--- config.mk ---
export PLATFORM = sky130hd
export DESIGN_NAME = bridge_regs
export DESIGN_NICKNAME = d
export VERILOG_FILES = /design/src/display_pkg.sv /design/src/bridge_regs.sv
export SDC_FILE = /design/constraint.sdc
export NUM_CORES = 1
export LEC_CHECK = 0
export ABC_AREA = 0
export BUFFER_PORTS_ARGS = -buffer_cell sky130_fd_sc_hd__buf_2
export CORE_ASPECT_RATIO = 0.5
export CORE_MARGIN = 5
export CORE_UTILIZATION = 28
export CTS_CLUSTER_DIAMETER = 30
export DETAILED_ROUTE_END_ITERATION = 8
export GPL_TIMING_DRIVEN = 0
export PLACE_DENSITY = 0.87
export SLEW_MARGIN = 15
export SYNTH_ARGS = -nofsm -noshare
export SYNTH_HDL_FRONTEND = slang
export SYNTH_SLANG_ARGS = --single-unit
--- constraint.sdc ---
create_clock -name clk_74a -period 2.15 [get_ports clk_74a]
set_clock_uncertainty 0.2 [all_clocks]
set_input_delay 0.215 -clock clk_74a [delete_from_list [all_inputs] [get_ports clk_74a]]
set_output_delay 0.215 -clock clk_74a [all_outputs]
set_load 0.005 [all_outputs]
--- src/display_pkg.sv ---
////////////////////////////////////////////////////////////
// shared types for the framebuffer display core
// pixel formats, the frame memory word, timing strobes and
// the bridge register map, pulled in by wildcard import
////////////////////////////////////////////////////////////

package display_pkg;

    // one stored pixel
    typedef struct packed {
        logic [4:0] red;
        logic [5:0] green;
        logic [4:0] blue;
    } rgb565_t;

    // one pixel as sent to the scaler
    typedef struct packed {
        logic [7:0] red;
        logic [7:0] green;
        logic [7:0] blue;
    } rgb888_t;

    // frame memory word, bridge data or two pixels
    // low half holds the even pixel
    typedef union packed {
        logic [31:0]        raw;
        rgb565_t [1:0]      pix;
    } fb_word_u;

    // timing state handed to the pixel stage
    typedef struct packed {
        logic        de;
        logic        vs;
        logic        hs;
        logic [15:0] vis_x;
        logic [15:0] vis_y;
    } vid_strobe_t;

    // single frame memory write
    typedef struct packed {
        logic        wr;
        logic [23:0] addr;
        fb_word_u    data;
    } fb_wr_t;

    // single line buffer write
    typedef struct packed {
        logic        wr;
        logic [15:0] addr;
        rgb565_t     data;
    } lb_wr_t;

    // bridge register map
    localparam logic [31:0] addr_border = 32'h5000_0000;
    localparam logic [31:0] addr_enable = 32'h5100_0000;

    // debug border colors
    localparam logic [23:0] color_left   = 24'hff_ffff;
    localparam logic [23:0] color_right  = 24'h00_ff00;
    localparam logic [23:0] color_top    = 24'hff_0000;
    localparam logic [23:0] color_bottom = 24'h00_00ff;

endpackage

--- src/bridge_regs.sv ---
////////////////////////////////////////////////////////////
// bridge bus decode for the display core
// pixel writes go straight to frame memory, two control
// registers hold the border switch and display enable
////////////////////////////////////////////////////////////

module bridge_regs import display_pkg::*; (
    input  logic        clk_74a,
    input  logic        reset_n,
    input  logic [31:0] bridge_addr,
    input  logic        bridge_wr,
    input  logic [31:0] bridge_wr_data,
    input  logic        bridge_rd,
    output logic [31:0] bridge_rd_data,
    output fb_wr_t      fb_wr,
    output logic        border,
    output logic        display_enable
);

    logic mem_sel;

    // frame memory sits at the bottom 64 MB
    assign mem_sel = (bridge_addr[31:26] == 6'd0);

    // byte address to word address, written this same cycle
    always_comb begin
        fb_wr.wr       = bridge_wr && mem_sel;
        fb_wr.addr     = bridge_addr[25:2];
        fb_wr.data.raw = bridge_wr_data;
    end

    ////////////////////////////////////////////////////////////
    // control registers
    ////////////////////////////////////////////////////////////

    // border on and scanout off out of reset
    always_ff @(posedge clk_74a or negedge reset_n) begin
        if (!reset_n) begin
            border         <= 1'b1;
            display_enable <= 1'b0;
        end else if (bridge_wr) begin
            if (bridge_addr == addr_border) begin
                border <= bridge_wr_data[0];
            end
            if (bridge_addr == addr_enable) begin
                display_enable <= bridge_wr_data[0];
            end
        end
    end

    // read mux
    // only the border bit is visible, everything else is zero
    always_comb begin
        bridge_rd_data = 32'd0;
        if (bridge_rd && (bridge_addr == addr_border)) begin
            bridge_rd_data = {31'd0, border};
        end
    end

endmodule

=== Word-level counts from Yosys, hierarchy flattened ===
Index checks and enable logic that the tools add are counted.

* Equality and inequality tests: 2
* Mux-type cells: 1
* Reductions and logical operators: 5

{| class="wikitable"
|+ Operators by type and width
! operator !! number
|-
| == test 32 x 31 -> 1 bit (second input constant) || 2
|-
| zero test 6 bit || 1
|-
| AND reduction 2 bit || 2
|-
| logical AND 1 bit || 2
|-
| two-way mux 1 bit || 1
|}

* Register bits: 2

=== Logic depth before layout (Yosys ltp) ===
Gate-level depths: netlist of run 1.

* Word-level depth: 3
* Mapped depth: 4
* Depth with buffers taken out: 4

=== Least setup slack after synthesis of run 1 ===
No wires, ideal clock.

* Path kind: input-to-reg
* Start point: input port bridge_addr[21]
* End point: register display_enable
* Stages: 3
* Path slack: 0.580 ns
* Data required time: 1.822 ns
* Data arrival time: 1.243 ns
* Setup time: 0.128 ns
* Cells stage by stage: or4b_1 > nor4_1 > mux2_1

* Cells in the longest elaborated chain, start to end: 2

{| class="wikitable"
|+ RTL lines
! what !! line !! RTL
|-
| start, declared || bridge_regs.sv:10 || <nowiki>input logic [31:0] bridge_addr,</nowiki>
|-
| == test 32 x 31 -> 1 bit || bridge_regs.sv:45 || <nowiki>if (bridge_addr == addr_enable) begin</nowiki>
|-
| AND reduction 2 bit (no source line) || -- ||
|-
| end signal, assigned || bridge_regs.sv:46 || <nowiki>display_enable <= bridge_wr_data[0];</nowiki>
|-
| end, declared || bridge_regs.sv:17 || <nowiki>output logic display_enable</nowiki>
|}

No other way between the ends.
A chain may end at the register's enable or synchronous reset.

=== Worst setup path after layout of run 1 ===
* Start point: input port bridge_addr[11]
* End point: output port bridge_rd_data[0]

* Cells in the longest elaborated chain, start to end: 3

{| class="wikitable"
|+ RTL lines
! what !! line !! RTL
|-
| == test 32 x 31 -> 1 bit || bridge_regs.sv:55 || <nowiki>if (bridge_rd && (bridge_addr == addr_border)) begin</nowiki>
|-
| logical AND 1 bit || bridge_regs.sv:55 ||
|-
| two-way mux 1 bit || bridge_regs.sv:55 ||
|-
| end, declared || bridge_regs.sv:14 || <nowiki>output logic [31:0] bridge_rd_data,</nowiki>
|}

No other way between the ends.

==> impl_metrics.py, run 1 <==
metrics = {
    "routing": {
        "drc": 0,
        "firstDrtPassIters": 2,
        "drt_iter0_drc": 1,
        "wire_per_inst_um": 10.4,
        "drtAntennaViolNets": 0,
        "wl_mm": 2.92,
        "via_per_inst": 3.39,
        "num_vias": 957,
    },
    "worst_setup_path": {
        "r2r_slack_ps": 1190,
        "worstSetupPathType": "input pin to primary output",
        "worstPathArrival_ps": 1360,
        "path_cells": "buf_2 -> nor4_1 -> nand4_1 -> nor4_1 -> buf_2",
        "cp_max_fo": 3,
        "required_ps": 1740,
        "cp_slowest_cell": "nor4_1",
        "max_stage_delay_ps": 350,
        "critPathCaptureType": "primary output",
        "cp-start-kind": "input pin",
    },
    "clock_network": {
        "cts.htree.levels": 1,
        "clk_path_buf_depth": 2,
        "cts_buffers": 3,
        "root_buffer": "clkbuf_8",
        "path_clk_slew_ps": 30,
        "clock_sinks": 2,
        "cts_hold_buf": 1,
        "postCtsSetupBuffers": 0,
        "clk_latency_ps": 210,
        "cts_resized": 0,
        "cts_tree": "done",
    },
    "placement": {
        "dp_hpwl_mm": 2.79,
        "port_buffers": 96,
        "place.gp.congestion": 0.782,
        "pre_cts_ws_ps": 233,
    },
    "logic_synthesis": {
        "netlist_instances": 111,
        "syn_avg_cell_area_um2": 7.78,
        "netlist.area_leader.share_pct": 75.7,
        "yosysUniqueCellTypes": 13,
        "synth_top_area_cell": "buf_4",
        "syn-cell-area_um2": 863,
        "synth_area_leaders": "buf_4 (76%), nor4_1 (5.8%), nor4b_2 (3.5%)",
        "ys_ff_latch": 2,
        "ys_warn_count": 0,
        "yosysSeqAreaShare_pct": 5.94,
    },
    "floorplan": {
        "rows": 14,
        "start_util_pct": 29.0,
        "die_area_um2": 4360,
        "die_height_um": 49.3,
        "core-area_um2": 2980,
        "io_pins": 159,
        "die_w_um": 88.5,
    },
    "pwr": {
        "p_per_area_nw_per_um2": 279,
        "seqPwrFrac_pct": 8.7,
        "p_clk_share_pct": 35.8,
        "p_int_uw": 325,
        "power_uw": 436,
        "swShare_pct": 25.5,
        "power.net_switching_uw": 111,
        "leakagePower_uw": 0.00100,
        "peakVddDrop_mv": 0.209,
        "p_comb_share_pct": 55.5,
    },
    "timing": {
        "tns_ps": 0,
        "max_freq_mhz": 565,
        "post-route-period-util_pct": 82.3,
        "finalHoldViolCount": 0,
        "rsz0062_at_grt": "false",
        "setup_viol": 0,
        "setup_ws_ps": 380,
        "layout_min_cycle_time_ps": 1770,
        "slew_viol_final": 0,
    },
    "final_layout": {
        "insertedDiodeCount": 0,
        "layout_common_cells": "buf_2 (96), buf_4 (87), conb_1 (31), nor4_1 (8), nand2_1 (4)",
        "final_net_count": 311,
        "fin_util_pct": 52.4,
        "layout-drive-gt1-share_pct": 78.5,
        "final_common_cell": "buf_2",
        "area_growth_pct": 80.9,
    },
    "global_routing": {
        "grt_max_degree": 4,
        "antenna_found_initial": 0,
        "grt_first_pass_wirelength_mm": 4.20,
        "grt_pass1_vias": 970,
        "grt_usage_pct": 12.1,
        "grt-ovfl-total": 0,
    },
    "status": {
        "status": "finished, final reports clean",
    },
    "job": {
        "drv_cap": 0,
    },
    "min_path": {
        "holdCritPathClass": "input pin to flip-flop",
    },
}
==> cell type report <==
cell class / instances / area (um2)
inverters: 1 / 3.75
flip-flops and latches: 2 / 51.3
fillers: 279 / 1420
repair buffers: 97 / 490
well taps: 40 / 50.0
plain buffers: 87 / 653
clock buffers: 4 / 45.0
multi-input cells: 51 / 268
==> synth_stat cells <==
library cell  instances
buf_4                87
conb_1                1
dfrtp_1               1
dfstp_2               1
inv_1                 1
mux2_1                2
nand2_1               4
nand4_1               1
nor3_1                1
nor4_1                8
nor4_2                1
nor4b_2               2
or4b_1                1
==> worst max-delay path: cells and delay by family <==
| family | cells | cell delay (ps) |
|---|---|---|
| buffers and inverters | 2 | 270 |
| and+or+nand+nor | 3 | 870 |
==> flip-flops by register name, indices dropped and copies added (netlist names) <==
name,count
border,1
display_enable,1
==> power by group through the flow <==
| stage | clock network, uW | logic (uW) | registers, uW |
|---|---|---|---|
| floorplan | 0 | 143 | 38.4 |
| global placement | 0 | 235 | 38.4 |
| detailed placement | 0 | 239 | 38.4 |
| CTS | 162 | 241 | 38.0 |
| global route | 165 | 266 | 38.0 |
| finish | 156 | 242 | 38.0 |
==> cells by family (layout without fill, tap and decap cells) <==
| group | after synthesis | in the layout | share of synthesized area, % |
|---|---|---|---|
| buffers and inverters | 88 | 189 | 76.1 |
| flip-flops | 2 | 2 | 5.94 |
| multiplexers | 2 | 2 | 2.61 |
| other | 1 | 31 | 0.434 |
| AND/OR/NAND/NOR | 18 | 18 | 14.9 |
==> routing by layer <==
layer / global-route usage (%) / up-vias / part of all wire, %
met2: 27.3 / 57 / 61
li1: - / 503 / -
met1: 9.63 / 393 / 25
met5: 0 / - / 0
met3: 2.70 / 4 / 12
met4: 4.02 / 0 / 1.2
==> metrics by stage <==
stage               hold WS [ps]  cells  instance area, um2
floorplan                   -281    141                 976
global placement            -200    277                1510
detailed placement          -198    277                1510
CTS                         58.9    282                1560
global route                79.7    282                1560
finish                      61.8    282                1560
==> worst paths after layout <==
| path | depth (start not counted) | to | startpoint |
|---|---|---|---|
| worst max-delay path | 5 | bridge_rd_data[0] | bridge_addr[11] |
| worst min-delay path | 2 | display_enable | bridge_wr_data[0] |
| worst max register to register | 1 | display_enable | display_enable |
| worst min register to register | 1 | display_enable | display_enable |
| max in group asynchronous | 2 | border | reset_n |
| min in group asynchronous | 2 | display_enable | reset_n |
No activity file was read; power rests on OpenSTA's default activity.
==> run 2, diff against run 1 <==
Settings changed: CORE_UTILIZATION 28 to 26, PLACE_DENSITY 0.87 to 0.81.
Clock period 2.15 ns to 1.8 ns, I/O delays scaled along.
==> impl_metrics.py, run 2 (synthesized netlist as in run 1, its figures left out) <==
metrics = {
    "final_layout": {
        "fin_util_pct": 50.4,
        "final_net_count": 311,
        "reg_top3": "border x1, display_enable x1",
        "num-fill-cells": 308,
        "insertedDiodeCount": 0,
        "layout-drive-gt1-share_pct": 78.5,
        "fin_cells": 282,
        "final_common_cell": "buf_2",
        "area_growth_pct": 80.9,
        "layout_common_cells": "buf_2 (96), buf_4 (87), conb_1 (31), nor4_1 (8), nand2_1 (4)",
    },
    "clock_network": {
        "cts_resized": 0,
        "cts_tree": "done",
        "clock_sinks": 2,
        "postCtsSetupBuffers": 0,
        "root_buffer": "clkbuf_8",
        "clk_path_buf_depth": 2,
        "path_clk_slew_ps": 30,
        "cts_buffers": 3,
        "cts.htree.levels": 1,
        "clk_latency_ps": 210,
    },
    "timing": {
        "slew_viol_final": 0,
        "rsz0062_at_grt": "false",
        "max_freq_mhz": 586,
        "post-route-period-util_pct": 94.8,
        "finalHoldViolCount": 0,
        "setup_viol": 0,
        "layout_min_cycle_time_ps": 1710,
    },
    "floorplan": {
        "core-area_um2": 3100,
        "die_w_um": 91.5,
        "rows": 14,
        "die_area_um2": 4640,
        "die_height_um": 50.7,
        "io_pins": 159,
        "start_util_pct": 27.8,
    },
    "min_path": {
        "holdCritPathClass": "input pin to flip-flop",
        "min-delay-start": "bridge_wr_data[0]",
        "hold_path_end": "display_enable",
        "min_path_cells": 2,
    },
    "routing": {
        "drt_iter0_drc": 4,
        "firstDrtPassIters": 2,
        "wl_mm": 3.04,
        "wire_per_inst_um": 10.8,
        "drtAntennaViolNets": 0,
        "drc": 0,
        "num_vias": 980,
        "via_per_inst": 3.48,
    },
    "job": {
        "drv_cap": 0,
    },
    "worst_setup_path": {
        "path_cells": "buf_2 -> nor4_1 -> nand4_1 -> nor4_1 -> buf_2",
        "worstSetupPathType": "input pin to primary output",
        "r2r_start": "display_enable",
        "cp_max_fo": 3,
        "r2r_slack_ps": 840,
        "critPathCaptureType": "primary output",
        "cp_slowest_cell": "nor4_1",
        "worstPathArrival_ps": 1330,
        "required_ps": 1420,
        "cp-start-kind": "input pin",
        "reg2regPathDepth": 1,
        "r2r-end": "display_enable",
        "max_stage_delay_ps": 340,
    },
    "pwr": {
        "p_per_area_nw_per_um2": 334,
        "power.net_switching_uw": 134,
        "leakagePower_uw": 0.00100,
        "p_int_uw": 388,
        "power_uw": 522,
        "swShare_pct": 25.6,
        "seqPwrFrac_pct": 8.7,
        "p_comb_share_pct": 55.7,
        "p_clk_share_pct": 35.6,
        "peakVddDrop_mv": 0.204,
    },
    "placement": {
        "place_inst": 277,
        "dp_hpwl_mm": 2.92,
        "place.gp.congestion": 0.846,
        "port_buffers": 96,
    },
    "global_routing": {
        "grt_max_degree": 4,
        "grt_first_pass_wirelength_mm": 4.61,
        "grt_usage_pct": 12.0,
        "grt-ovfl-total": 0,
        "antenna_found_initial": 0,
        "grt_pass1_vias": 1021,
    },
    "status": {
        "status": "finished, final reports clean",
    },
}
==> run 2: cell counts in the layout (fill, tap and decap cells not counted) <==
Identical to the previous run, type by type.
==> run 2: how the worst max path moves through the flow <==
| stage | startpoint | end | slack, ps | cells past startpoint |
|---|---|---|---|---|
| 6_report | bridge_addr[11] | bridge_rd_data[0] | 90 | 5 |
| 5_1_grt | bridge_addr[11] | display_enable | 50 | 5 |
| 4_1_cts | bridge_addr[11] | display_enable | 120 | 5 |
| 3_5_place_dp | bridge_addr[11] | display_enable | -100 | 5 |
| 3_3_place_gp | bridge_addr[11] | display_enable | -50 | 5 |
| 2_1_floorplan | bridge_addr[21] | display_enable | 260 | 3 |
==> run 2: per-layer routing <==
layer,track usage [%],vias up,routed length [um]
li1,-,504,-
met1,10.8,429,874
met2,27.4,47,1910
met3,2.84,0,251
met4,2.00,0,0
met5,0,-,0
==> run 2: worst max-delay path, delay by kind of cell <==
kind | cells | cell delay (ps)
simple gates | 3 | 860
buf+inv | 2 | 280
==> run 2: power by group through the flow <==
stage                     Clock, uW  Combinational [uW]  Sequential, uW
after detailed placement          0                 286            45.8
after global placement            0                 281            45.8
after global routing            196                 320            45.4
after CTS                       190                 288            45.4
after floorplan                   0                 170            45.8
final                           186                 290            45.4
==> run 2: final cells by class <==
class	instances	area, um2	share of cell area (%)
multi-input combinational	51	268	17.1
buffer	87	653	41.8
tap	40	50.0	3.21
sequential	2	51.3	3.29
timing repair buffer	97	490	31.4
inverter	1	3.75	0.240
clock buffer	4	45.0	2.88
==> run 2: metrics by stage <==
step / setup WS, ps / hold WS, ps / TNS [ps] / area (um2)
after floorplan: 265 / -316 / 0 / 976
after global placement: -53.8 / -236 / -66.9 / 1510
after detailed placement: -95.3 / -234 / -99.7 / 1510
after CTS: 125 / 24.1 / 0 / 1560
after global routing: 46.7 / 28.4 / 0 / 1560
final: 92.9 / 23.9 / 0 / 1560
==> run 2: what timing repair did <==
| item | in CTS | in global routing |
|---|---|---|
| hold buffers | 1 | 0 |
| setup endpoints to repair | 0 | 0 |
| hold endpoints to repair | 2 | 0 |
