### src/display_pkg.sv
////////////////////////////////////////////////////////////
// shared types for the framebuffer display core
// pixel formats, the frame memory word, timing strobes and
// the bridge register map, pulled in by wildcard import
////////////////////////////////////////////////////////////

package display_pkg;

    // one stored pixel
    typedef struct packed {
        logic [4:0] red;
        logic [5:0] green;
        logic [4:0] blue;
    } rgb565_t;

    // one pixel as sent to the scaler
    typedef struct packed {
        logic [7:0] red;
        logic [7:0] green;
        logic [7:0] blue;
    } rgb888_t;

    // frame memory word, bridge data or two pixels
    // low half holds the even pixel
    typedef union packed {
        logic [31:0]        raw;
        rgb565_t [1:0]      pix;
    } fb_word_u;

    // timing state handed to the pixel stage
    typedef struct packed {
        logic        de;
        logic        vs;
        logic        hs;
        logic [15:0] vis_x;
        logic [15:0] vis_y;
    } vid_strobe_t;

    // single frame memory write
    typedef struct packed {
        logic        wr;
        logic [23:0] addr;
        fb_word_u    data;
    } fb_wr_t;

    // single line buffer write
    typedef struct packed {
        logic        wr;
        logic [15:0] addr;
        rgb565_t     data;
    } lb_wr_t;

    // bridge register map
    localparam logic [31:0] addr_border = 32'h5000_0000;
    localparam logic [31:0] addr_enable = 32'h5100_0000;

    // debug border colors
    localparam logic [23:0] color_left   = 24'hff_ffff;
    localparam logic [23:0] color_right  = 24'h00_ff00;
    localparam logic [23:0] color_top    = 24'hff_0000;
    localparam logic [23:0] color_bottom = 24'h00_00ff;

endpackage

### src/line_fetch_fsm.sv
////////////////////////////////////////////////////////////
// copies one scanline from frame memory into the line buffer
// started by next_line, two pixels per memory word, black
// pixels instead of memory data while scanout is disabled
////////////////////////////////////////////////////////////

module line_fetch_fsm import display_pkg::*; #(
    parameter int h_active = 320
) (
    input  logic        clk_74a,
    input  logic        reset_n,
    input  logic        new_frame,
    input  logic        next_line,
    input  logic        display_enable,
    output logic [23:0] fb_rd_addr,
    input  fb_word_u    fb_rd_data,
    output lb_wr_t      lb_wr
);

    localparam int          words_per_line = h_active / 2;
    localparam logic [1:0]  st_idle        = 2'd0;
    localparam logic [1:0]  st_fetch       = 2'd1;
    localparam logic [1:0]  st_drain       = 2'd2;

    logic [1:0]  state;
    logic [15:0] line_cnt;
    logic [15:0] pix_cnt;
    logic [15:0] slot_pix;
    logic        slot_valid;

    always_ff @(posedge clk_74a or negedge reset_n) begin
        if (!reset_n) begin
            state      <= st_idle;
            line_cnt   <= 16'd0;
            pix_cnt    <= 16'd0;
            fb_rd_addr <= 24'd0;
            slot_pix   <= 16'd0;
            slot_valid <= 1'b0;
        end else begin
            // read data lands one clock after its address
            slot_valid <= (state == st_fetch);
            slot_pix   <= pix_cnt;
            case (state)
                st_idle: begin
                    if (new_frame) begin
                        line_cnt <= 16'd0;
                    end else if (next_line) begin
                        // scanline base in words
                        fb_rd_addr <= 24'(line_cnt) * 24'(words_per_line);
                        line_cnt   <= line_cnt + 16'd1;
                        pix_cnt    <= 16'd0;
                        state      <= st_fetch;
                    end
                end
                st_fetch: begin
                    pix_cnt <= pix_cnt + 16'd1;
                    // next word after the odd pixel
                    if (pix_cnt[0]) begin
                        fb_rd_addr <= fb_rd_addr + 24'd1;
                    end
                    if (pix_cnt == 16'(h_active - 1)) begin
                        state <= st_drain;
                    end
                end
                // last pixel still in flight
                default: state <= st_idle;
            endcase
        end
    end

    // even pixel in the low half of the word
    always_comb begin
        lb_wr.wr   = slot_valid;
        lb_wr.addr = slot_pix;
        lb_wr.data = display_enable ? fb_rd_data.pix[slot_pix[0]] : rgb565_t'(16'd0);
    end

endmodule

### config.mk
export PLATFORM = sky130hd
export DESIGN_NAME = line_fetch_fsm
export DESIGN_NICKNAME = d
export VERILOG_FILES = /design/src/display_pkg.sv /design/src/line_fetch_fsm.sv
export SDC_FILE = /design/constraint.sdc
export NUM_CORES = 1
export LEC_CHECK = 0
export BUFFER_PORTS_ARGS = -buffer_cell sky130_fd_sc_hd__buf_2
export CAP_MARGIN = 20
export CELL_PAD_IN_SITES_DETAIL_PLACEMENT = 1
export CELL_PAD_IN_SITES_GLOBAL_PLACEMENT = 2
export CORE_MARGIN = 4
export CORE_UTILIZATION = 25
export DETAILED_ROUTE_END_ITERATION = 10
export GPL_ROUTABILITY_DRIVEN = 0
export HOLD_SLACK_MARGIN = 0.05
export PLACE_DENSITY = 0.61
export SLEW_MARGIN = 20
export SYNTH_ARGS = -nofsm -noshare
export SYNTH_HDL_FRONTEND = slang
export SYNTH_SLANG_ARGS = --single-unit
### constraint.sdc
create_clock -name clk_74a -period 6.45 [get_ports clk_74a]
set_clock_uncertainty 0.05 [all_clocks]
set_input_delay 1.29 -clock clk_74a [delete_from_list [all_inputs] [get_ports clk_74a]]
set_output_delay 1.29 -clock clk_74a [all_outputs]
set_load 0.03 [all_outputs]
After elaboration in Yosys (flattened, before gate mapping) --
Index checks and enable logic that the tools add are counted. Widths: inputs -> output; s select.
Cells by class: add/sub/neg operators 3, multipliers 1, $lt $le $gt $ge 1, equality and inequality tests 6, mux-type cells 16, reductions and logical operators 7
Operators with widths (count):
- $mux 16 | 7
- $mux 24 | 3
- $pmux 24 s2 | 1
- $add 16x1->16 const B | 2
- $pmux 16 s2 | 1
- $add 24x1->24 const B | 1
- $mul 16x3->19 const B | 1
- $eq 16x9->1 const B | 1
- $mux 2 | 3
- $ne 2x2->1 const B | 3
- $reduce_and 3->1 | 2
- $pmux 2 s2 | 1
- $reduce_and 4->1 | 1
- $reduce_bool 2->1 | 2
- $eq 2x1->1 const B | 1
- $logic_not 2->1 | 1
- $lt 1x2->1 const B | 1
- $ne 2x1->1 const B | 1
- $reduce_and 2->1 | 1
Storage, ports and cells: register bits 75, output and inout bits 57, word-level logic and storage cells 40

Depth between registers and ports, before layout --
Gate-level depths: netlist of run 1.
word-level depth 4, gate-level depth with buffers 9

Least setup slack after synthesis of run 1 --
OpenSTA, ideal clock, no wires.
kind input -> output, from in display_enable, to out lb_wr[10] (netlist name), arrival 1.961 ns, required time 5.110 ns, slack 3.149 ns, stages 2, path buffers 1, cell sequence clkbuf_1 -> nor2b_1
RTL lines:
- from (decl) | line line_fetch_fsm.sv:14 | input logic display_enable,
- to (decl) | line line_fetch_fsm.sv:17 | output lb_wr_t lb_wr

==> results of run 1 <==
## metal layers
metal / GRT usage [%] / vias up
met3: 2.88 / 18
met5: 0 / -
met2: 22.5 / 90
li1: - / 1964
met4: 4.86 / 0
met1: 18.4 / 1941
## worst paths after layout
check                      cells after the start              to  slack, ns
hold reg to reg                                0    slot_pix[15]       0.38
hold / removal                                 0    slot_pix[15]       0.38
min in group asynchronous                      1     slot_pix[1]       0.94
setup / recovery                               3       lb_wr[15]       3.23
setup reg to reg                               9  fb_rd_addr[18]       3.42
max in group asynchronous                      1  fb_rd_addr[16]       4.92
## final cells by class
cell class / count / area (µm²) / share of cell area, %
Tap cell: 229 / 287 / 5.08
Sequential cell: 75 / 1880 / 33.3
Timing Repair Buffer: 96 / 494 / 8.77
Multi-Input combinational cell: 391 / 2650 / 47.0
Inverter: 12 / 45.0 / 0.799
Clock inverter: 5 / 42.5 / 0.755
Clock buffer: 11 / 243 / 4.31
## metrics by stage
stage / util [%] / cells / total power, W / setup slack [ns] / hold WS, ns
final: 31.1 / 819 / 0.00141 / 3.23 / 0.384
after floorplan: - / 496 / 0.000810 / 3.15 / 0.340
after global placement: 29.4 / 803 / 0.000924 / 2.79 / 0.367
after CTS: 31.0 / 819 / 0.00144 / 3.02 / 0.385
after detailed placement: 29.4 / 803 / 0.000929 / 2.64 / 0.370
after global routing: 31.1 / 819 / 0.00150 / 3.13 / 0.413
## where the power goes
part / leakage [nW] / internal [W] / switching, W
logic: 1.59 / 0.000105 / 0.000207
registers: 0.977 / 0.000534 / 0.0000700
clock network: 0.138 / 0.000277 / 0.000218
total: 2.71 / 0.000916 / 0.000495
## kinds of logic after synthesis
group / Yosys count
and+or+nand+nor: 190
muxes: 22
buffers and inverters: 30
DFF: 75
adders and majority gates: 32
AOI/OAI and AO/OA: 110
xor gates and xnor gates: 37
## flip-flops by register name, summed over array words and instances (netlist names)
register and cells:
slot_valid 1, slot_pix 16, fb_rd_addr 24, pix_cnt 16
line_cnt 16, state 2
## worst max-delay path: cells and delay by family
kind	cells	cell delay [ns]
buffers and inverters	2	0.41
and+or+nand+nor	1	0.17
## cell usage in the layout (no fill, tap or decap), types with 3 or more instances in the layout
master                      count
sky130_fd_sc_hd__nor3_1         8
sky130_fd_sc_hd__xor2_1        18
sky130_fd_sc_hd__dfrtp_1       75
sky130_fd_sc_hd__nor2_1        50
sky130_fd_sc_hd__a21o_1         3
sky130_fd_sc_hd__ha_1          31
sky130_fd_sc_hd__o21ai_0       28
sky130_fd_sc_hd__and3_1        13
sky130_fd_sc_hd__and2_1         6
sky130_fd_sc_hd__buf_2         92
sky130_fd_sc_hd__a311oi_1       4
sky130_fd_sc_hd__inv_6          4
sky130_fd_sc_hd__nand3_1       14
sky130_fd_sc_hd__inv_1         12
sky130_fd_sc_hd__and4_1         3
sky130_fd_sc_hd__nand4_1       10
sky130_fd_sc_hd__a21oi_1       33
sky130_fd_sc_hd__a211oi_1       3
sky130_fd_sc_hd__clkbuf_16      9
sky130_fd_sc_hd__buf_4          3
sky130_fd_sc_hd__or3_1          5
sky130_fd_sc_hd__o22ai_1        6
sky130_fd_sc_hd__nand2_1       43
sky130_fd_sc_hd__xnor2_1       19
sky130_fd_sc_hd__nor2b_1       20
sky130_fd_sc_hd__o21ai_1        3
sky130_fd_sc_hd__nor4_1         5
sky130_fd_sc_hd__mux2i_1       22
==> parameters.txt, run 1 <==
Parameter                              Value

Clock tree
  Clock Root Buffer    sky130_fd_sc_hd__clkbuf_16
  Clock tree sinks    75
  Post-CTS sizing    0
  Number of buffers added by the clock tree synthesis step    9
  Clock slew seen by the registers of the worst setup and hold paths    0.06 ns
  Buffer levels on the longest clock path    2
  Buffers inserted by post-CTS timing repair    0
  H-Tree Level Count    3
  Clock tree from TritonCTS    done
  Clk Latency, worst-skew pair    0.34 ns
  Hold-fix buffers at CTS    0

Worst setup path
  Startpoint of the worst setup timing path    display_enable
  Critical path type    in2out
  Worst Path Arrival    1.88 ns
  Cell type of the slowest stage on the worst timing path    sky130_fd_sc_hd__buf_2
  Critical path startpoint category    input port
  Worst endpoint required time    5.11 ns
  Critical path's most frequent cell    sky130_fd_sc_hd__buf_2
  Startpoint of the most critical register-to-register path    line_cnt[3]
  Worst path max stage delay    0.21 ns
  Largest driver fanout on the critical path    16
  Type of destination of the critical path    primary output
  Worst path cell trace    buf_2, nor2b_1, buf_2

Power and ir drop
  Power density normalized to cell area    250 mW/mm²
  Largest voltage drop on the vdd net    0.000120 V
  Leakage Power    2.71 nW

Die
  Vertical die dimension    144 µm
  Top-level port count    94
  Core Area    0.0181 mm²
  Die W    144 µm
  Starting density of the core    25.6%
  Total number of placement rows    49
  Area enclosed by the die boundary    0.0209 mm²

Finish
  Number of nets in the layout    654
  Post-route cell area    0.00564 mm²
  Filler Cells Inserted    2116
  Ratio of cells with drive above 1 in the final layout    21.2%
  Layout area overhead    21.2%
  Antenna cell count    0

Yosys
  Distinct cell type count after synthesis    58
  Post-synthesis adder-cell area fraction    8.77%
  Top_reg_cell synth    sky130_fd_sc_hd__dfrtp_1
  Mux contribution to synthesized area    4.73%
  Share of the synthesized area in the top cell type    40.3%
  Area share of and/or/nand/nor cells after synthesis    21.0%
  Post-synthesis sequential element count    75
  Most frequent cells after synthesis    sky130_fd_sc_hd__dfrtp_1, sky130_fd_sc_hd__nor2_1, sky130_fd_sc_hd__nand2_1
  Combinational family with the most area after synthesis    simple AND/OR/NAND/NOR gates
  Cell with the most instances after synthesis    sky130_fd_sc_hd__dfrtp_1
  EDFF count, synth    0
  Mapped Avg Cell Area    9.38 µm²
  Fraction of the mapped netlist area in compound gates    15.4%
  Fraction of registers with async set/reset    100%
  Syn. warnings    0
  Top post-synthesis cells by area    sky130_fd_sc_hd__dfrtp_1, sky130_fd_sc_hd__ha_1, sky130_fd_sc_hd__mux2i_1, sky130_fd_sc_hd__nor2_1, sky130_fd_sc_hd__xnor2_1
  Cell taking the most area after synthesis    sky130_fd_sc_hd__dfrtp_1
  Post-Synthesis Cell Area    0.00465 mm²
  Cell count after synthesis    496
  Nets in the synthesized netlist    565
  Area share of xor/xnor cells in the synthesized design    6.96%
  Register area share after synthesis    40.3%

STA
  Fin. Hold Viols    0
  Pins over their slew limit    0
  Post-route clock period utilization    49.9%
  Final period demand of the worst path    3.22 ns
  Slew at the pin closest to its max-slew limit    0.855 ns
  Maximum operating frequency    0.311 GHz
  RSZ-0062 raised after global routing    no
  Count of endpoints failing setup in the final report    0
  Worst-case headroom to the max-slew limit    43.0%
  Setup TNS Final    0 ns

Route
  DRT Pass-1 Iters    4
  DRC errors left    0
  Drt via density    4.90
  Overall routed net length    14000 µm
  Length of routed wiring on met1    6740 µm
  Uppermost signal routing layer after detailed routing    met4
  Met2 Wirelength    6400 µm
  Number of vias in the routed layout    4013
  Detailed route wirelength on metal3    657 µm
  Initial DRC Count    167
  Routed length per instance    17.2 µm
  Count of nets left with antenna violations after detail routing    0

Hold path
  Hold_sp    pix_cnt[15]
  Classification of the worst-slack hold path    reg2reg

Global routing
  GR Util All Layers    13.9%
  Largest net degree at the start of global routing    76
  Congestion Overflow GR    0
  Vias in the first global route    4240
  Initial antenna violation count    0
  Global-route wire length before repair    22700 µm

Placed design
  Post-detailed-placement half-perimeter wirelength    10400 µm
  Number of buffers inserted by port buffering    93
  Placed Area    0.00534 mm²

Outcome
  Outcome    finished clean

Run
  Number of max-capacitance violations reported    0
Note: power is estimated with default switching activity, not from simulation.
==> run 2, diff against run 1 <==
Clock period 6.45 ns to 3 ns, I/O delays scaled along.
==> run 2 against run 1 <==
Effect of this change:
- sequential cell count stayed put
- via count up 0.20%
- clock-buffer cell count did not move
- non-clock buffer count is 6 higher
- routed wire length shrank 2.7%
- critical path depth rose by 6
- largest cell class unchanged
- highest routed layer unchanged
==> parameters.txt, run 2 (same netlist as run 1, synthesis figures left out) <==
Parameter                              Value

STA
  Maximum operating frequency    0.360 GHz
  Final period demand of the worst path    2.78 ns
  Pins over their slew limit    0 (unchanged)
  Setup TNS Final    0 ns (unchanged)
  Slew at the pin closest to its max-slew limit    0.919 ns (was 0.855 ns)
  Hold slack final    0.256 ns (was 0.384 ns)
  Worst-case headroom to the max-slew limit    38.1% (was 43.0%)
  Fin. Hold Viols    0 (unchanged)
  RSZ-0062 raised after global routing    no (unchanged)
  Count of endpoints failing setup in the final report    0 (unchanged)
  Post-route clock period utilization    92.7%

Global routing
  Global-route wire length before repair    22200 µm (was 22700 µm)
  Initial antenna violation count    0 (unchanged)
  Vias in the first global route    4189 (was 4240)
  Congestion Overflow GR    0 (unchanged)
  GR Util All Layers    13.3% (was 13.9%)
  Largest net degree at the start of global routing    76 (unchanged)

Worst setup path
  Worst path cell trace    ha_1, ha_1, fa_1, a211oi_2, o21ai_1, a31o_4, a31oi_4, xnor2_1, a221o_1 (was buf_2, nor2b_1, buf_2)
  Startpoint of the most critical register-to-register path    line_cnt[1] (was line_cnt[3])
  Largest driver fanout on the critical path    3 (was 16)
  Cell type of the slowest stage on the worst timing path    sky130_fd_sc_hd__fa_1 (was sky130_fd_sc_hd__buf_2)
  Startpoint of the worst setup timing path    line_cnt[1] (was display_enable)
  Worst Path Arrival    2.95 ns (was 1.88 ns)
  Type of destination of the critical path    flip-flop (was primary output)
  Path depth of the worst reg2reg path    9 (unchanged)
  Worst path max stage delay    0.43 ns (was 0.21 ns)
  Worst reg2reg path endpoint    fb_rd_addr[18] (unchanged)
  Critical path type    reg2reg (was in2out)
  Register-to-register setup slack    0.22 ns (was 3.42 ns)
  Critical path's most frequent cell    sky130_fd_sc_hd__ha_1 (was sky130_fd_sc_hd__buf_2)
  Worst endpoint required time    3.17 ns (was 5.11 ns)
  Critical path startpoint category    flip-flop (was input port)

Finish
  Flip-flop count of the largest register, all copies and words added    24 (unchanged)
  Most frequent standard cell in the layout excluding fill and tap cells    sky130_fd_sc_hd__buf_2 (unchanged)
  Largest reg by FF count    fb_rd_addr (unchanged)
  Share of the core filled with cells in the final layout    31.4% (was 31.1%)
  Commonest non-fill, non-tap cells in the layout    sky130_fd_sc_hd__buf_2, sky130_fd_sc_hd__dfrtp_1, sky130_fd_sc_hd__nor2_1, sky130_fd_sc_hd__nand2_1, sky130_fd_sc_hd__a21oi_1 (unchanged)
  Ratio of cells with drive above 1 in the final layout    22.0% (was 21.2%)
  Antenna cell count    0 (unchanged)
  Number of nets in the layout    660 (was 654)
  Layout area overhead    22.4% (was 21.2%)
  Post-route cell area    0.00569 mm² (was 0.00564 mm²)

Route
  Detailed route wirelength on metal3    686 µm (was 657 µm)
  Overall routed net length    13700 µm (was 14000 µm)
  Count of nets left with antenna violations after detail routing    0 (unchanged)
  Number of vias in the routed layout    4021 (was 4013)
  DRC errors left    0 (unchanged)
  Met2 Wirelength    6360 µm (was 6400 µm)
  Drt via density    4.87 (was 4.90)
  Uppermost signal routing layer after detailed routing    met4 (unchanged)
  Length of routed wiring on met1    6510 µm (was 6740 µm)
  Routed length per instance    16.6 µm (was 17.2 µm)
  DRT Pass-1 Iters    4 (unchanged)
  Initial DRC Count    215 (was 167)

Clock tree
  Clock Root Buffer    sky130_fd_sc_hd__clkbuf_16 (unchanged)
  Hold-fix buffers at CTS    0 (unchanged)
  Buffer levels on the longest clock path    2 (unchanged)
  Number of buffers added by the clock tree synthesis step    9 (unchanged)
  Buffers inserted by post-CTS timing repair    0 (unchanged)
  Post-CTS sizing    0 (unchanged)
  H-Tree Level Count    3 (unchanged)
  Clock slew seen by the registers of the worst setup and hold paths    0.06 ns (about the same)
  Clock tree from TritonCTS    done (unchanged)
  Clk Latency, worst-skew pair    0.34 ns (about the same)
  Clock tree sinks    75 (unchanged)

Die
  Starting density of the core    25.6% (unchanged)
  Top-level port count    94 (unchanged)
  Total number of placement rows    49 (unchanged)
  Die W    144 µm (unchanged)
  Area enclosed by the die boundary    0.0209 mm² (unchanged)
  Core Area    0.0181 mm² (unchanged)
  Vertical die dimension    144 µm (unchanged)

Placed design
  Placed Area    0.00539 mm² (was 0.00534 mm²)
  Post-detailed-placement half-perimeter wirelength    10400 µm (about the same)
  Number of buffers inserted by port buffering    93 (unchanged)

Power and ir drop
  Power Total    0.00308 W (was 0.00141 W)
  Power density normalized to cell area    541 mW/mm² (was 250 mW/mm²)
  Largest voltage drop on the vdd net    0.000239 V (was 0.000120 V)
  Leakage Power    2.74 nW (was 2.71 nW)

Hold path
  Classification of the worst-slack hold path    in2async (was reg2reg)

Outcome
  Outcome    finished clean (unchanged)

Run
  Number of max-capacitance violations reported    0 (unchanged)
-- run 2: changes by cell type in the layout (fill, tap and decap cells not counted) --
cell,change
sky130_fd_sc_hd__buf_4,+6
sky130_fd_sc_hd__bufinv_16,+1
sky130_fd_sc_hd__clkinv_2,+1
sky130_fd_sc_hd__inv_6,-2
sky130_fd_sc_hd__nor3_2,+1
sky130_fd_sc_hd__nor3_4,-1
-- run 2: final cells by class --
type / instances / area, µm²
flip-flops and latches: 75 / 1880
inverters: 12 / 45.0
multi-input cells: 391 / 2640
clock buffers: 11 / 243
fillers: 2127 / 12500
repair buffers: 102 / 539
clock inverters: 5 / 60.1
well taps: 229 / 287
-- run 2: per-stage QoR --
stage | setup slack, ns | cells
after floorplan | 0.295 | 496
after global placement | 0.242 | 809
after detailed placement | 0.193 | 809
after CTS | 0.191 | 825
after global routing | 0.0688 | 825
final | 0.219 | 825
-- run 2: per-layer routing --
layer	vias to the layer above	global-route usage (%)
met4	0	3.34
met3	7	2.68
met5	-	0
met1	1964	17.9
li1	1966	-
met2	84	22.1
-- run 2: report_power, final --
part	switching, W	leakage (nW)	internal (W)
Clock	0.000439	0.147	0.000672
Combinational	0.000445	1.62	0.000229
Sequential	0.000150	0.977	0.00115
-- run 2: worst max-delay path, delay by kind of cell, from the launching register on --
family | cells | cell delay, ns
adder cells (fa/ha/maj) | 3 | 0.96
AO/OA/AOI/OAI | 5 | 1.19
flip-flops | 1 | 0.38
XOR/XNOR | 1 | 0.08
-- run 2: how the worst max path moves through the flow --
stage	to	slack [ns]	cells past startpoint
after global placement	fb_rd_addr[18]	0.24	9
after CTS	fb_rd_addr[18]	0.19	9
after floorplan	fb_rd_addr[18]	0.30	9
after global routing	fb_rd_addr[18]	0.07	9
final	fb_rd_addr[18]	0.22	9
after detailed placement	fb_rd_addr[18]	0.19	9
