===== config.mk =====
export PLATFORM = sky130hd
export DESIGN_NAME = pixel_out
export DESIGN_NICKNAME = d
export VERILOG_FILES = /design/src/display_pkg.sv /design/src/pixel_out.sv
export SDC_FILE = /design/constraint.sdc
export NUM_CORES = 1
export LEC_CHECK = 0
export ABC_AREA = 1
export BUFFER_PORTS_ARGS = -buffer_cell sky130_fd_sc_hd__buf_4
export CAP_MARGIN = 20
export CORE_MARGIN = 2
export CORE_UTILIZATION = 43
export CTS_CLUSTER_SIZE = 40
export DETAILED_ROUTE_END_ITERATION = 8
export PLACE_DENSITY = 0.84
export SYNTH_ARGS = -nofsm -noshare
export SYNTH_HDL_FRONTEND = slang
export SYNTH_SLANG_ARGS = --single-unit

===== constraint.sdc =====
create_clock -name clk_74a -period 1.2 [get_ports clk_74a]
set_clock_uncertainty 0.1 [all_clocks]
set_input_delay 0.24 -clock clk_74a [delete_from_list [all_inputs] [get_ports clk_74a]]
set_output_delay 0.24 -clock clk_74a [all_outputs]
set_load 0.01 [all_outputs]

===== src/display_pkg.sv =====
////////////////////////////////////////////////////////////
// shared types for the framebuffer display core
// pixel formats, the frame memory word, timing strobes and
// the bridge register map, pulled in by wildcard import
////////////////////////////////////////////////////////////

package display_pkg;

    // one stored pixel
    typedef struct packed {
        logic [4:0] red;
        logic [5:0] green;
        logic [4:0] blue;
    } rgb565_t;

    // one pixel as sent to the scaler
    typedef struct packed {
        logic [7:0] red;
        logic [7:0] green;
        logic [7:0] blue;
    } rgb888_t;

    // frame memory word, bridge data or two pixels
    // low half holds the even pixel
    typedef union packed {
        logic [31:0]        raw;
        rgb565_t [1:0]      pix;
    } fb_word_u;

    // timing state handed to the pixel stage
    typedef struct packed {
        logic        de;
        logic        vs;
        logic        hs;
        logic [15:0] vis_x;
        logic [15:0] vis_y;
    } vid_strobe_t;

    // single frame memory write
    typedef struct packed {
        logic        wr;
        logic [23:0] addr;
        fb_word_u    data;
    } fb_wr_t;

    // single line buffer write
    typedef struct packed {
        logic        wr;
        logic [15:0] addr;
        rgb565_t     data;
    } lb_wr_t;

    // bridge register map
    localparam logic [31:0] addr_border = 32'h5000_0000;
    localparam logic [31:0] addr_enable = 32'h5100_0000;

    // debug border colors
    localparam logic [23:0] color_left   = 24'hff_ffff;
    localparam logic [23:0] color_right  = 24'h00_ff00;
    localparam logic [23:0] color_top    = 24'hff_0000;
    localparam logic [23:0] color_bottom = 24'h00_00ff;

endpackage


===== src/pixel_out.sv =====
////////////////////////////////////////////////////////////
// final pixel stage, rgb565 to rgb888 expansion with the
// optional debug border, registered sync and data enable
////////////////////////////////////////////////////////////

module pixel_out import display_pkg::*; #(
    parameter int h_active = 320,
    parameter int v_active = 288
) (
    input  logic        clk_74a,
    input  logic        reset_n,
    input  vid_strobe_t strobe,
    input  rgb565_t     q,
    input  logic        border,
    output logic [23:0] video_rgb,
    output logic        video_de,
    output logic        video_vs,
    output logic        video_hs
);

    rgb888_t expanded;
    rgb888_t shown;

    always_comb begin
        // replicate top bits into the new low bits
        expanded.red   = {q.red, q.red[4:2]};
        expanded.green = {q.green, q.green[5:4]};
        expanded.blue  = {q.blue, q.blue[4:2]};
        shown = expanded;
        // left, right, top, bottom in that order
        if (border) begin
            if (strobe.vis_x == 16'd0) begin
                shown = color_left;
            end else if (strobe.vis_x == 16'(h_active - 1)) begin
                shown = color_right;
            end else if (strobe.vis_y == 16'd0) begin
                shown = color_top;
            end else if (strobe.vis_y == 16'(v_active - 1)) begin
                shown = color_bottom;
            end
        end
    end

    always_ff @(posedge clk_74a or negedge reset_n) begin
        if (!reset_n) begin
            video_rgb <= 24'd0;
            video_de  <= 1'b0;
            video_vs  <= 1'b0;
            video_hs  <= 1'b0;
        end else begin
            // blanking is always black
            video_rgb <= strobe.de ? shown : 24'd0;
            video_de  <= strobe.de;
            video_vs  <= strobe.vs;
            video_hs  <= strobe.hs;
        end
    end

endmodule


=== After elaboration in Yosys (flattened, before gate mapping) ===
Cells that the tools add are included.

* Equality and inequality tests: 2
* Mux-type cells: 6
* Reductions and logical operators: 2

{| class="wikitable"
|+ Operator list
! cell !! count
|-
| $mux 24 || 6
|-
| $eq 16x9->1 const B || 2
|-
| $logic_not 16->1 || 2
|}

* Register bits: 27
* Input bits: 54
* Output and inout port bits: 27
* Logic and storage cells: 14

=== Depth between registers and ports, before layout ===
Gate-level depths: netlist of the first run.

* Depth after elaboration: 7
* Depth in mapped cells: 10
* Depth with buffers taken out: 9

=== Worst setup path before layout of the first run ===
OpenSTA, ideal clock, no wires.

* Kind: input to register
* Start point: input port strobe[13] (netlist bit)
* End point: register video_rgb[18]
* Data arrival time: 0.879 ns
* Setup slack: 0.088 ns
* Cell stages on the path: 9
* Path buffers: 1
* Cell sequence: nor2_1 > nand2_1 > nor2_2 > nand2_1 > buf_6 > nand2_1 > nand2_1 > nand2_1 > a21oi_1

* Cells in the longest elaborated chain, start to end: 7

{| class="wikitable"
|+ Ends and longest elaborated chain
! item !! RTL line !! source
|-
| start: declaration || pixel_out.sv:12 || <nowiki>input vid_strobe_t strobe,</nowiki>
|-
| $eq 16x9->1 || pixel_out.sv:38 || <nowiki>end else if (strobe.vis_y == 16'(v_active - 1)) begin</nowiki>
|-
| $mux 24 || pixel_out.sv:38 ||
|-
| $mux 24 * || pixel_out.sv:36 || <nowiki>end else if (strobe.vis_y == 16'd0) begin</nowiki>
|-
| $mux 24 * || pixel_out.sv:34 || <nowiki>end else if (strobe.vis_x == 16'(h_active - 1)) begin</nowiki>
|-
| $mux 24 * || pixel_out.sv:32 || <nowiki>if (strobe.vis_x == 16'd0) begin</nowiki>
|-
| $mux 24 * || pixel_out.sv:31 || <nowiki>if (border) begin</nowiki>
|-
| $mux 24 * || pixel_out.sv:52 || <nowiki>video_rgb <= strobe.de ? shown : 24'd0;</nowiki>
|-
| end signal: assignment || pixel_out.sv:52 ||
|-
| end: declaration || pixel_out.sv:15 || <nowiki>output logic [23:0] video_rgb,</nowiki>
|}

Every way passes the cells marked *; elsewhere a longest branch is shown, timed or not.

=== Worst setup path in the final report of the first run ===
* Start point: register video_rgb[18]
* End point: output port video_rgb[18]

No word-level cell between the ends.

==> run metrics, run 1 <==
top sig layer met4; final core occ 0.717; # rows 18; share of cells above drive strength 1 0.419; delay-heaviest family, CP flip-flops; clk slew on worst S/H paths 0.11 ns; Syn Inst Count 153; die area 2970 um^2; DRC viols 0; Slew Limit Fails 0; Critical Path Sink Type output port; final total power 0.00140 W; worst endpoint required time 0.86 ns; WL met1 1150 um; Congestion Overflow GR 0; DPL Wire Length 2400 um; core area 2450 um^2; post-CTS setup buffer count 0; TritonRoute pass-1 iters 4; CP cell instances buf_4; die width 54.5 um; number of I/O port buffers 80; number of global-route vias before repair 1,105; WL per Instance 10.9 um; #FFs+latches synth 19; final setup fails 0; Max clock buf depth 2; die span in y 54.5 um; Critical Path Fanout Max 2; Power Dens Cells 796 nW/um^2; clk sink count 19; Root Driver clkbuf_4; Synthesis Warnings 0; status finished, final reports clean; ANT nets after route 0; Tcrit/Tclk final 0.986; gr usage total 0.203; Crit-path slowest cell dfrtp_1; initial antenna violation count 0; Final Hold Fails 0; area delta synth->final 60.8%; first-pass GRT wire length 4410 um; Mean Syn Cell Area 7.16 um^2; commonest non-fill, non-tap cell in the layout buf_4; Netlist cell types 14; Final GP Congestion 0.823; Tmin final 1.18 ns; n_diodes 0; Relative slew margins 0.711; Worst Path Arrival 0.84 ns; Max VDD drop 0.611 mV; initial core utilization 0.446; Mapped Nets 207; Final Non-Filler Cells 266; CTS tree yes; H-tree lvl count 1; max cap viols 0; Via Count 1,268; Vias/cell 4.77; commonest cells after routing, fill and taps aside buf_4, nand2_1, nor2_1; Leak 0.999 nW; Min-Delay Path Class in2reg; total CTS buffers 3; largest net degree at the start of global routing 20; worst path bufs/invs 1; Startpoint Class flop; Nets 291; achievable clock frequency 0.846 GHz; WL met2 1450 um; Synth Cell Area 1090 um^2; DRT iter0 DRCs 24; measured slew at the worst slew-check pin 0.432 ns; post-CTS resize count 0; sequential fraction of the synthesis area 0.434; max incr delay on CP 0.40 ns; RSZ-0062 raised after global routing true; Setup CP Type reg2out; io pins 81; dpl cells 259; # fillers 201; final wirelength 2910 um; metal3 WL 291 um; hold slack 0.0486 ns
[power by group]
part,switching [W],total (W),leakage [nW],internal [W]
Sequential,0.0000151,0.000692,0.240,0.000677
Combinational,0.000167,0.000398,0.741,0.000231
Clock,0.000186,0.000310,0.0177,0.000124
Total,0.000368,0.00140,0.999,0.00103
[cells by family (layout without fill, tap and decap cells)]
group / after synthesis / after routing / share of synthesized area
AND/OR/NAND/NOR: 85 / 85 / 0.320
flip-flops: 19 / 19 / 0.434
buffers and inverters: 22 / 105 / 0.117
AO/OA/AOI/OAI: 27 / 27 / 0.129
[metrics by stage]
stage	setup TNS (ns)	setup WS, ns	cell area, um^2
after floorplan	0	0.0877	1090
after global placement	-1.75	-0.123	1700
after detailed placement	-1.97	-0.146	1700
after CTS	0	0.00423	1760
after global routing	-0.101	-0.0140	1760
final	0	0.0173	1760
[path summary, 6_finish.rpt]
path | start | end | slack (ns) | depth (start not counted)
min in group asynchronous | reset_n | video_hs$_DFF_PN0_ | 0.23 | 2
min | strobe[34] | video_de$_DFF_PN0_ | 0.05 | 1
max in group asynchronous | reset_n | video_rgb[10]$_DFF_PN0_ | 0.57 | 2
max | video_rgb[18]$_DFF_PN0_ | video_rgb[18] | 0.02 | 1
[routing by layer]
metal / track usage / vias up
li1: - / 644
met1: 0.250 / 558
met2: 0.353 / 64
met3: 0.0301 / 2
met4: 0.0833 / 0
met5: 0 / -
[flip-flops by register name, indices dropped and copies added (netlist names)]
signal and flops:
video_de 1, video_hs 1, video_rgb 16, video_vs 1
[synth_stat cells]
| master | count | area (um^2) |
|---|---|---|
| buf_6 | 2 | 22.5 |
| nand3_1 | 9 | 45.0 |
| nor2_1 | 21 | 78.8 |
| a21oi_1 | 16 | 80.1 |
| buf_4 | 8 | 60.1 |
| clkbuf_1 | 2 | 7.51 |
| dfrtp_1 | 19 | 475 |
| nand4_1 | 2 | 12.5 |
| nand2_2 | 2 | 12.5 |
| o21ai_0 | 10 | 50.1 |
| inv_1 | 10 | 37.5 |
| nand2_1 | 47 | 176 |
| nor2_2 | 4 | 25.0 |
| a21boi_2 | 1 | 11.3 |
[timing repair]
item,in CTS,in global routing
endpoints found under the hold margin,21,0
hold buffers,3,0
setup endpoints to repair,0,14
[final cells by class]
| cell class | instances | area, um^2 | area share |
|---|---|---|---|
| inverter | 10 | 37.5 | 0.0213 |
| clock buffer | 3 | 22.5 | 0.0128 |
| sequential | 19 | 475 | 0.270 |
| multi-input combinational | 112 | 492 | 0.279 |
| timing repair buffer | 91 | 691 | 0.392 |
| clock inverter | 1 | 5.00 | 0.00284 |
| tap | 30 | 37.5 | 0.0213 |
Power figures use the tool's default switching activity.
==> inputs of run 2 (changes only) <==
--- a/config.mk
+++ b/config.mk
@@ -13,6 +13,7 @@
 export CTS_CLUSTER_SIZE = 40
 export DETAILED_ROUTE_END_ITERATION = 8
 export PLACE_DENSITY = 0.84
+export RECOVER_POWER = 25
 export SYNTH_ARGS = -nofsm -noshare
 export SYNTH_HDL_FRONTEND = slang
 export SYNTH_SLANG_ARGS = --single-unit
==> run 2 against run 1 <==
Net effect:
- sequential power about the same
- worst hold slack improved by 0.042 ns
- count of clock-buffer cells in the layout unchanged
- largest power group unchanged
- highest routed layer unchanged
==> run metrics, run 2 (synthesis results as in run 1) <==
status finished, final reports clean; DRC viols 0 (unchanged); Tcrit/Tclk final 0.986 (about the same); share of cells above drive strength 1 0.415 (-0.00424); Power Dens Cells 797 nW/um^2 (+0.16%); grt met1 use 0.250 (unchanged); DRT iter0 DRCs 24 (unchanged); Worst Path Arrival 0.84 ns (about the same); post-CTS setup buffer count 0 (unchanged); CP Depth 1 (unchanged); Nets 291 (unchanged); delay-heaviest family, CP flip-flops; clock share of power 0.222 (about the same); GR Util met3 0.0301 (unchanged); initial core utilization 0.446 (unchanged); io pins 81 (unchanged); Largest Register video_rgb; Largest register FFs 16 (unchanged); GR Util met2 0.353 (unchanged); Startpoint Class flop; Crit-path slowest cell dfrtp_1; Critical Path Sink Type output port; RSZ-0062 raised after global routing true; initial antenna violation count 0 (unchanged); Tmin final 1.18 ns (-0.000000100 ns); hold slack 0.0903 ns (+0.0418 ns); post-CTS resize count 0 (unchanged); TritonRoute pass-1 iters 4 (unchanged); sequential power share 0.495 (about the same); achievable clock frequency 0.846 GHz (unchanged); Combinational Power Share 0.283 (about the same); final setup fails 0 (unchanged); commonest non-fill, non-tap cell in the layout buf_4; WL per Instance 10.9 um (-0.14%); Worst Setup EP video_rgb[18]; # rows 18 (unchanged); net switching power figure 0.000368 W (about the same); number of I/O port buffers 80 (unchanged); measured slew at the worst slew-check pin 0.464 ns (+0.0324 ns); Congestion Overflow GR 0 (unchanged); Max VDD drop 0.606 mV (-0.89%); max cap viols 0 (unchanged); final wirelength 2910 um (-0.14%); largest net degree at the start of global routing 20 (unchanged); Critical Path Fanout Max 2 (unchanged); number of global-route vias before repair 1,105 (unchanged); Relative slew margins 0.691 (-0.0199); Max clock buf depth 2 (unchanged); Via Count 1,268 (unchanged); worst path bufs/invs 1 (unchanged); CTS tree yes; clk slew on worst S/H paths 0.11 ns (about the same); Min-Delay Path Class in2reg; die area 2970 um^2 (unchanged); area delta synth->final 60.2%; CP cell instances buf_4; Final Hold Fails 0 (unchanged); Top Usage Layer GRT met2; ANT nets after route 0 (unchanged); gr usage total 0.203 (unchanged); CP startpoint video_rgb[18]$_DFF_PN0_; DPL Wire Length 2400 um (unchanged); max incr delay on CP 0.40 ns (about the same); worst endpoint required time 0.86 ns (about the same); die span in y 54.5 um (unchanged); Final GP Congestion 0.823 (unchanged); Slew Limit Fails 0 (unchanged); Setup CP Type reg2out; total internal power 0.00103 W (-0.26%); H-tree lvl count 1 (unchanged); n_diodes 0 (unchanged); commonest cells after routing, fill and taps aside buf_4, nand2_1, nor2_1; Leak 0.994 nW (-0.43%); final total power 0.00140 W (-0.20%); Root Driver clkbuf_4; total CTS buffers 3 (unchanged); first-pass GRT wire length 4410 um (unchanged); Vias/cell 4.77 (unchanged); Sw Share 0.263 (+0.000470); core area 2450 um^2 (unchanged); clk sink count 19 (unchanged); die width 54.5 um (unchanged)
## run 2: changes by cell type in the layout (fill, tap and decap cells not counted), sizes merged
cell,delta
buf,-2
clkbuf,+2
## run 2: cell type report
type | instances | area [um^2]
Tap cell | 30 | 37.5
Clock inverter | 1 | 5.00
Fill cell | 204 | 701
Timing Repair Buffer | 91 | 684
Sequential cell | 19 | 475
Inverter | 10 | 37.5
Multi-Input combinational cell | 112 | 492
Clock buffer | 3 | 22.5
## run 2: through the flow
step           cell area [um^2]  std cells  setup WS (ns)  utilization  TNS [ns]
5_1_grt                    1750        266        -0.0140        0.715    -0.101
3_5_place_dp               1700        259         -0.146        0.694     -1.97
6_report                   1750        266         0.0173        0.715         0
3_3_place_gp               1700        259         -0.123        0.694     -1.75
4_1_cts                    1760        266        0.00423        0.717         0
2_1_floorplan              1090        153         0.0877            -         0
## run 2: worst min-delay path by stage
stage | slack [ns] | endpoint | startpoint | cells past startpoint
2_1_floorplan | -0.16 | video_de$_DFF_PN0_ | reset_n | 0
3_3_place_gp | 0.02 | video_hs$_DFF_PN0_ | reset_n | 1
3_5_place_dp | 0.02 | video_hs$_DFF_PN0_ | reset_n | 1
4_1_cts | 0.03 | video_de$_DFF_PN0_ | strobe[34] | 1
5_1_grt | 0.09 | video_rgb[15]$_DFF_PN0_ | q[10] | 3
6_report | 0.09 | video_rgb[11]$_DFF_PN0_ | q[6] | 3
## run 2: timing repair
action                                  in CTS  in global routing
hold endpoints to repair                    21                  0
endpoints found under the setup margin       0                 14
hold buffers                                 3                  0
## run 2: power by group through the flow
stage          sequential (W)  clock (W)  combinational [W]
5_1_grt              0.000698   0.000339           0.000438
3_3_place_gp         0.000703          0           0.000384
6_report             0.000692   0.000310           0.000395
2_1_floorplan        0.000724          0           0.000122
4_1_cts              0.000692   0.000326           0.000401
3_5_place_dp         0.000705          0           0.000392
## run 2: layer usage
| metal | wire length (um) | up-vias |
|---|---|---|
| li1 | - | 644 |
| met1 | 1150 | 558 |
| met2 | 1450 | 64 |
| met3 | 290 | 2 |
| met4 | 20 | 0 |
| met5 | 0 | - |
==> inputs of run 3 (changes only) <==
--- a/config.mk
+++ b/config.mk
@@ -5,11 +5,10 @@
 export SDC_FILE = /design/constraint.sdc
 export NUM_CORES = 1
 export LEC_CHECK = 0
-export ABC_AREA = 1
 export BUFFER_PORTS_ARGS = -buffer_cell sky130_fd_sc_hd__buf_4
 export CAP_MARGIN = 20
 export CORE_MARGIN = 2
-export CORE_UTILIZATION = 43
+export CORE_UTILIZATION = 42
 export CTS_CLUSTER_SIZE = 40
 export DETAILED_ROUTE_END_ITERATION = 8
 export PLACE_DENSITY = 0.84
==> run 3 against run 2 <==
Net effect:
- the flow now finishes with violations (setup timing)
- via count shrank 2.8%
- first-iteration DRC count increased by 29%
- final cell count shrank 18%
- count of clock-buffer cells in the layout did not move
- cell area grew 7.9%
- critical path type is now in2reg
==> run metrics, run 3 <==
area delta synth->final 84.3%; # rows 17 (-1); worst setup slack after layout -0.449 ns (-0.466 ns); Congestion Overflow GR 0 (unchanged); number of global-route vias before repair 1,163 (+5.2%); final wirelength 3290 um (+13%); multi-input logic area 577 um^2 (+17%); net switching power figure 0.000390 W (+5.9%); # fillers 123 (-40%); Relative slew margins 0.548 (-0.142); WL met2 1780 um (+23%); #FFs+latches synth 19 (unchanged); Combinational Power Share 0.311 (+0.028); core area 2250 um^2 (-8.2%); total internal power 0.00108 W (+5.3%); synth cell count leaders dfrtp_1, o21ai_0, o21bai_1, o22ai_1; placed instance area 1680 um^2 (-1.2%); final total power 0.00147 W (+5.5%); Root Driver clkbuf_4; first-pass GRT wire length 4850 um (+10%); status finished, violations left; dpl cells 211 (-19%); Startpoint Class input pin; Nets 246 (-15%); io pins 81 (unchanged); hold slack 0.0972 ns (+0.00688 ns); Via Count 1,232 (-2.8%); share of cells above drive strength 1 0.649 (+0.234); Synthesis Warnings 0 (unchanged); CTS tree yes; post-synth top area share 0.463 (+0.0286); DRT iter0 DRCs 31 (+29%); count leader, synth dfrtp_1; Critical Path Sink Type flop; largest net degree at the start of global routing 20 (unchanged); WL met1 1170 um (+1.6%); Tmin final 1.65 ns (+0.466 ns); max incr delay on CP 0.62 ns (+0.22 ns); clk sink count 19 (unchanged); die span in y 53.5 um (-1.8%); Setup CP Type in2reg; Max clock buf depth 2 (unchanged); DRC viols 0 (unchanged); Most used DFF post-synth dfrtp_1; Worst Path Arrival 1.73 ns (+0.89 ns); Final Non-Filler Cells 219 (-18%); worst endpoint required time 1.28 ns (+0.42 ns); Mapped Nets 155 (-25%); metal3 WL 290 um (unchanged); DPL Wire Length 2430 um (+1.1%); top sig layer met4; Max VDD drop 0.659 mV (+8.7%); ANT nets after route 0 (unchanged); Critical Path Most Common Cell or4_4; Slew Limit Fails 0 (unchanged); gr usage total 0.234 (+0.0307); Final GP Congestion 0.795 (-3.4%); delay-heaviest family, CP simple AND/OR/NAND/NOR gates; initial antenna violation count 0 (unchanged); Power Dens Cells 779 nW/um^2 (-2.3%); area leader, netlist dfrtp_1; TritonRoute pass-1 iters 4 (unchanged); worst path bufs/invs 1 (unchanged); sequential power share 0.478 (-0.017); Syn Inst Count 101 (-34%); sequential cell area 475 um^2 (unchanged); number of enable flip-flop cells after synthesis 0 (unchanged); Netlist cell types 24 (+10); die area 2860 um^2 (-3.7%); sequential fraction of the synthesis area 0.463 (+0.0286); commonest non-fill, non-tap cell in the layout buf_4; max cap viols 0 (unchanged); Min-Delay Path Class in2reg; Sw Share 0.265 (+0.00117); Synth Cell Area 1030 um^2 (-6.2%); final setup fails 16 (+16); n_diodes 0 (unchanged); achievable clock frequency 0.607 GHz (-28%); Crit-path slowest cell or4_4; clk slew on worst S/H paths 0.10 ns (about the same); Tcrit/Tclk final 1.37 (+0.388); die width 53.5 um (-1.8%); Vias/cell 5.63 (+18%); number of I/O port buffers 80 (unchanged); Mean Syn Cell Area 10.2 um^2 (+42%); RSZ-0062 raised after global routing true; FFs w/ async S/R, synth 1.00 (unchanged); CP cell instances buf_6, or4_4, or4_4, a22oi_2, o22ai_1; failing checks setup timing; clock share of power 0.211 (-0.011); Leak 0.899 nW (-9.5%); Finished Cell Area 1890 um^2 (+7.9%); Largest register FFs 16 (unchanged); Setup TNS Final -6.61 ns (-6.61 ns); Largest Register video_rgb; WL per Instance 15.0 um (+37%); commonest cells after routing, fill and taps aside buf_4, dfrtp_1, buf_6; ranking of synthesized cells by area dfrtp_1, o21ai_0, o21bai_1; H-tree lvl count 1 (unchanged); Final Hold Fails 0 (unchanged); Critical Path Fanout Max 5 (+3); measured slew at the worst slew-check pin 0.678 ns (+0.214 ns); total CTS buffers 3 (unchanged); initial core utilization 0.456 (+0.00963)
==> run 3: stage by stage <==
step           setup WS (ns)   util
2_1_floorplan         -0.596      -
3_3_place_gp          -0.783  0.746
3_5_place_dp          -0.806  0.746
4_1_cts               -0.430  0.814
5_1_grt               -0.465  0.840
6_report              -0.449  0.840
==> run 3: cell type report <==
class,count,area share
sequential,19,0.251
clock buffer,3,0.0119
tap,28,0.0185
multi-input combinational,71,0.305
clock inverter,1,0.00264
timing repair buffer,97,0.411
==> run 3: kinds of logic (layout without fill, tap and decap cells) <==
| kind of cell | count (synthesis) | after routing | share of synthesized area |
|---|---|---|---|
| flip-flops | 19 | 19 | 0.463 |
| AO/OA/AOI/OAI | 45 | 45 | 0.284 |
| AND/OR/NAND/NOR | 26 | 26 | 0.177 |
| buffers and inverters | 11 | 101 | 0.0767 |
==> run 3: power groups by stage <==
stage | Clock (W) | Sequential [W] | Combinational [W]
6_report | 0.000312 | 0.000704 | 0.000458
2_1_floorplan | 0 | 0.000735 | 0.000126
5_1_grt | 0.000341 | 0.000708 | 0.000492
3_5_place_dp | 0 | 0.000713 | 0.000409
3_3_place_gp | 0 | 0.000711 | 0.000396
4_1_cts | 0.000313 | 0.000701 | 0.000436
==> run 3: final timing paths <==
| path | start | to | slack (ns) | depth (start not counted) |
|---|---|---|---|---|
| worst min-delay path | q[5] | video_rgb[10]$_DFF_PN0_ | 0.1 | 3 |
| worst max-delay path | strobe[7] | video_rgb[22]$_DFF_PN0_ | -0.45 | 5 |
| min in group asynchronous | reset_n | video_vs$_DFF_PN0_ | 0.31 | 2 |
| max in group asynchronous | reset_n | video_rgb[21]$_DFF_PN0_ | 0.39 | 2 |
==> run 3: routing by layer <==
metal | vias up | global-route usage
li1 | 566 | -
met1 | 568 | 0.247
met2 | 86 | 0.469
met3 | 12 | 0.0226
met4 | 0 | 0.0769
met5 | - | 0
==> run 3: repair_timing <==
action,4_1_cts,5_1_grt
hold buffers,3,0
setup buffers,1,0
resized for setup,21,15
setup endpoints to repair,16,24
cloned,0,0
hold endpoints to repair,21,0
pin swaps,1,5
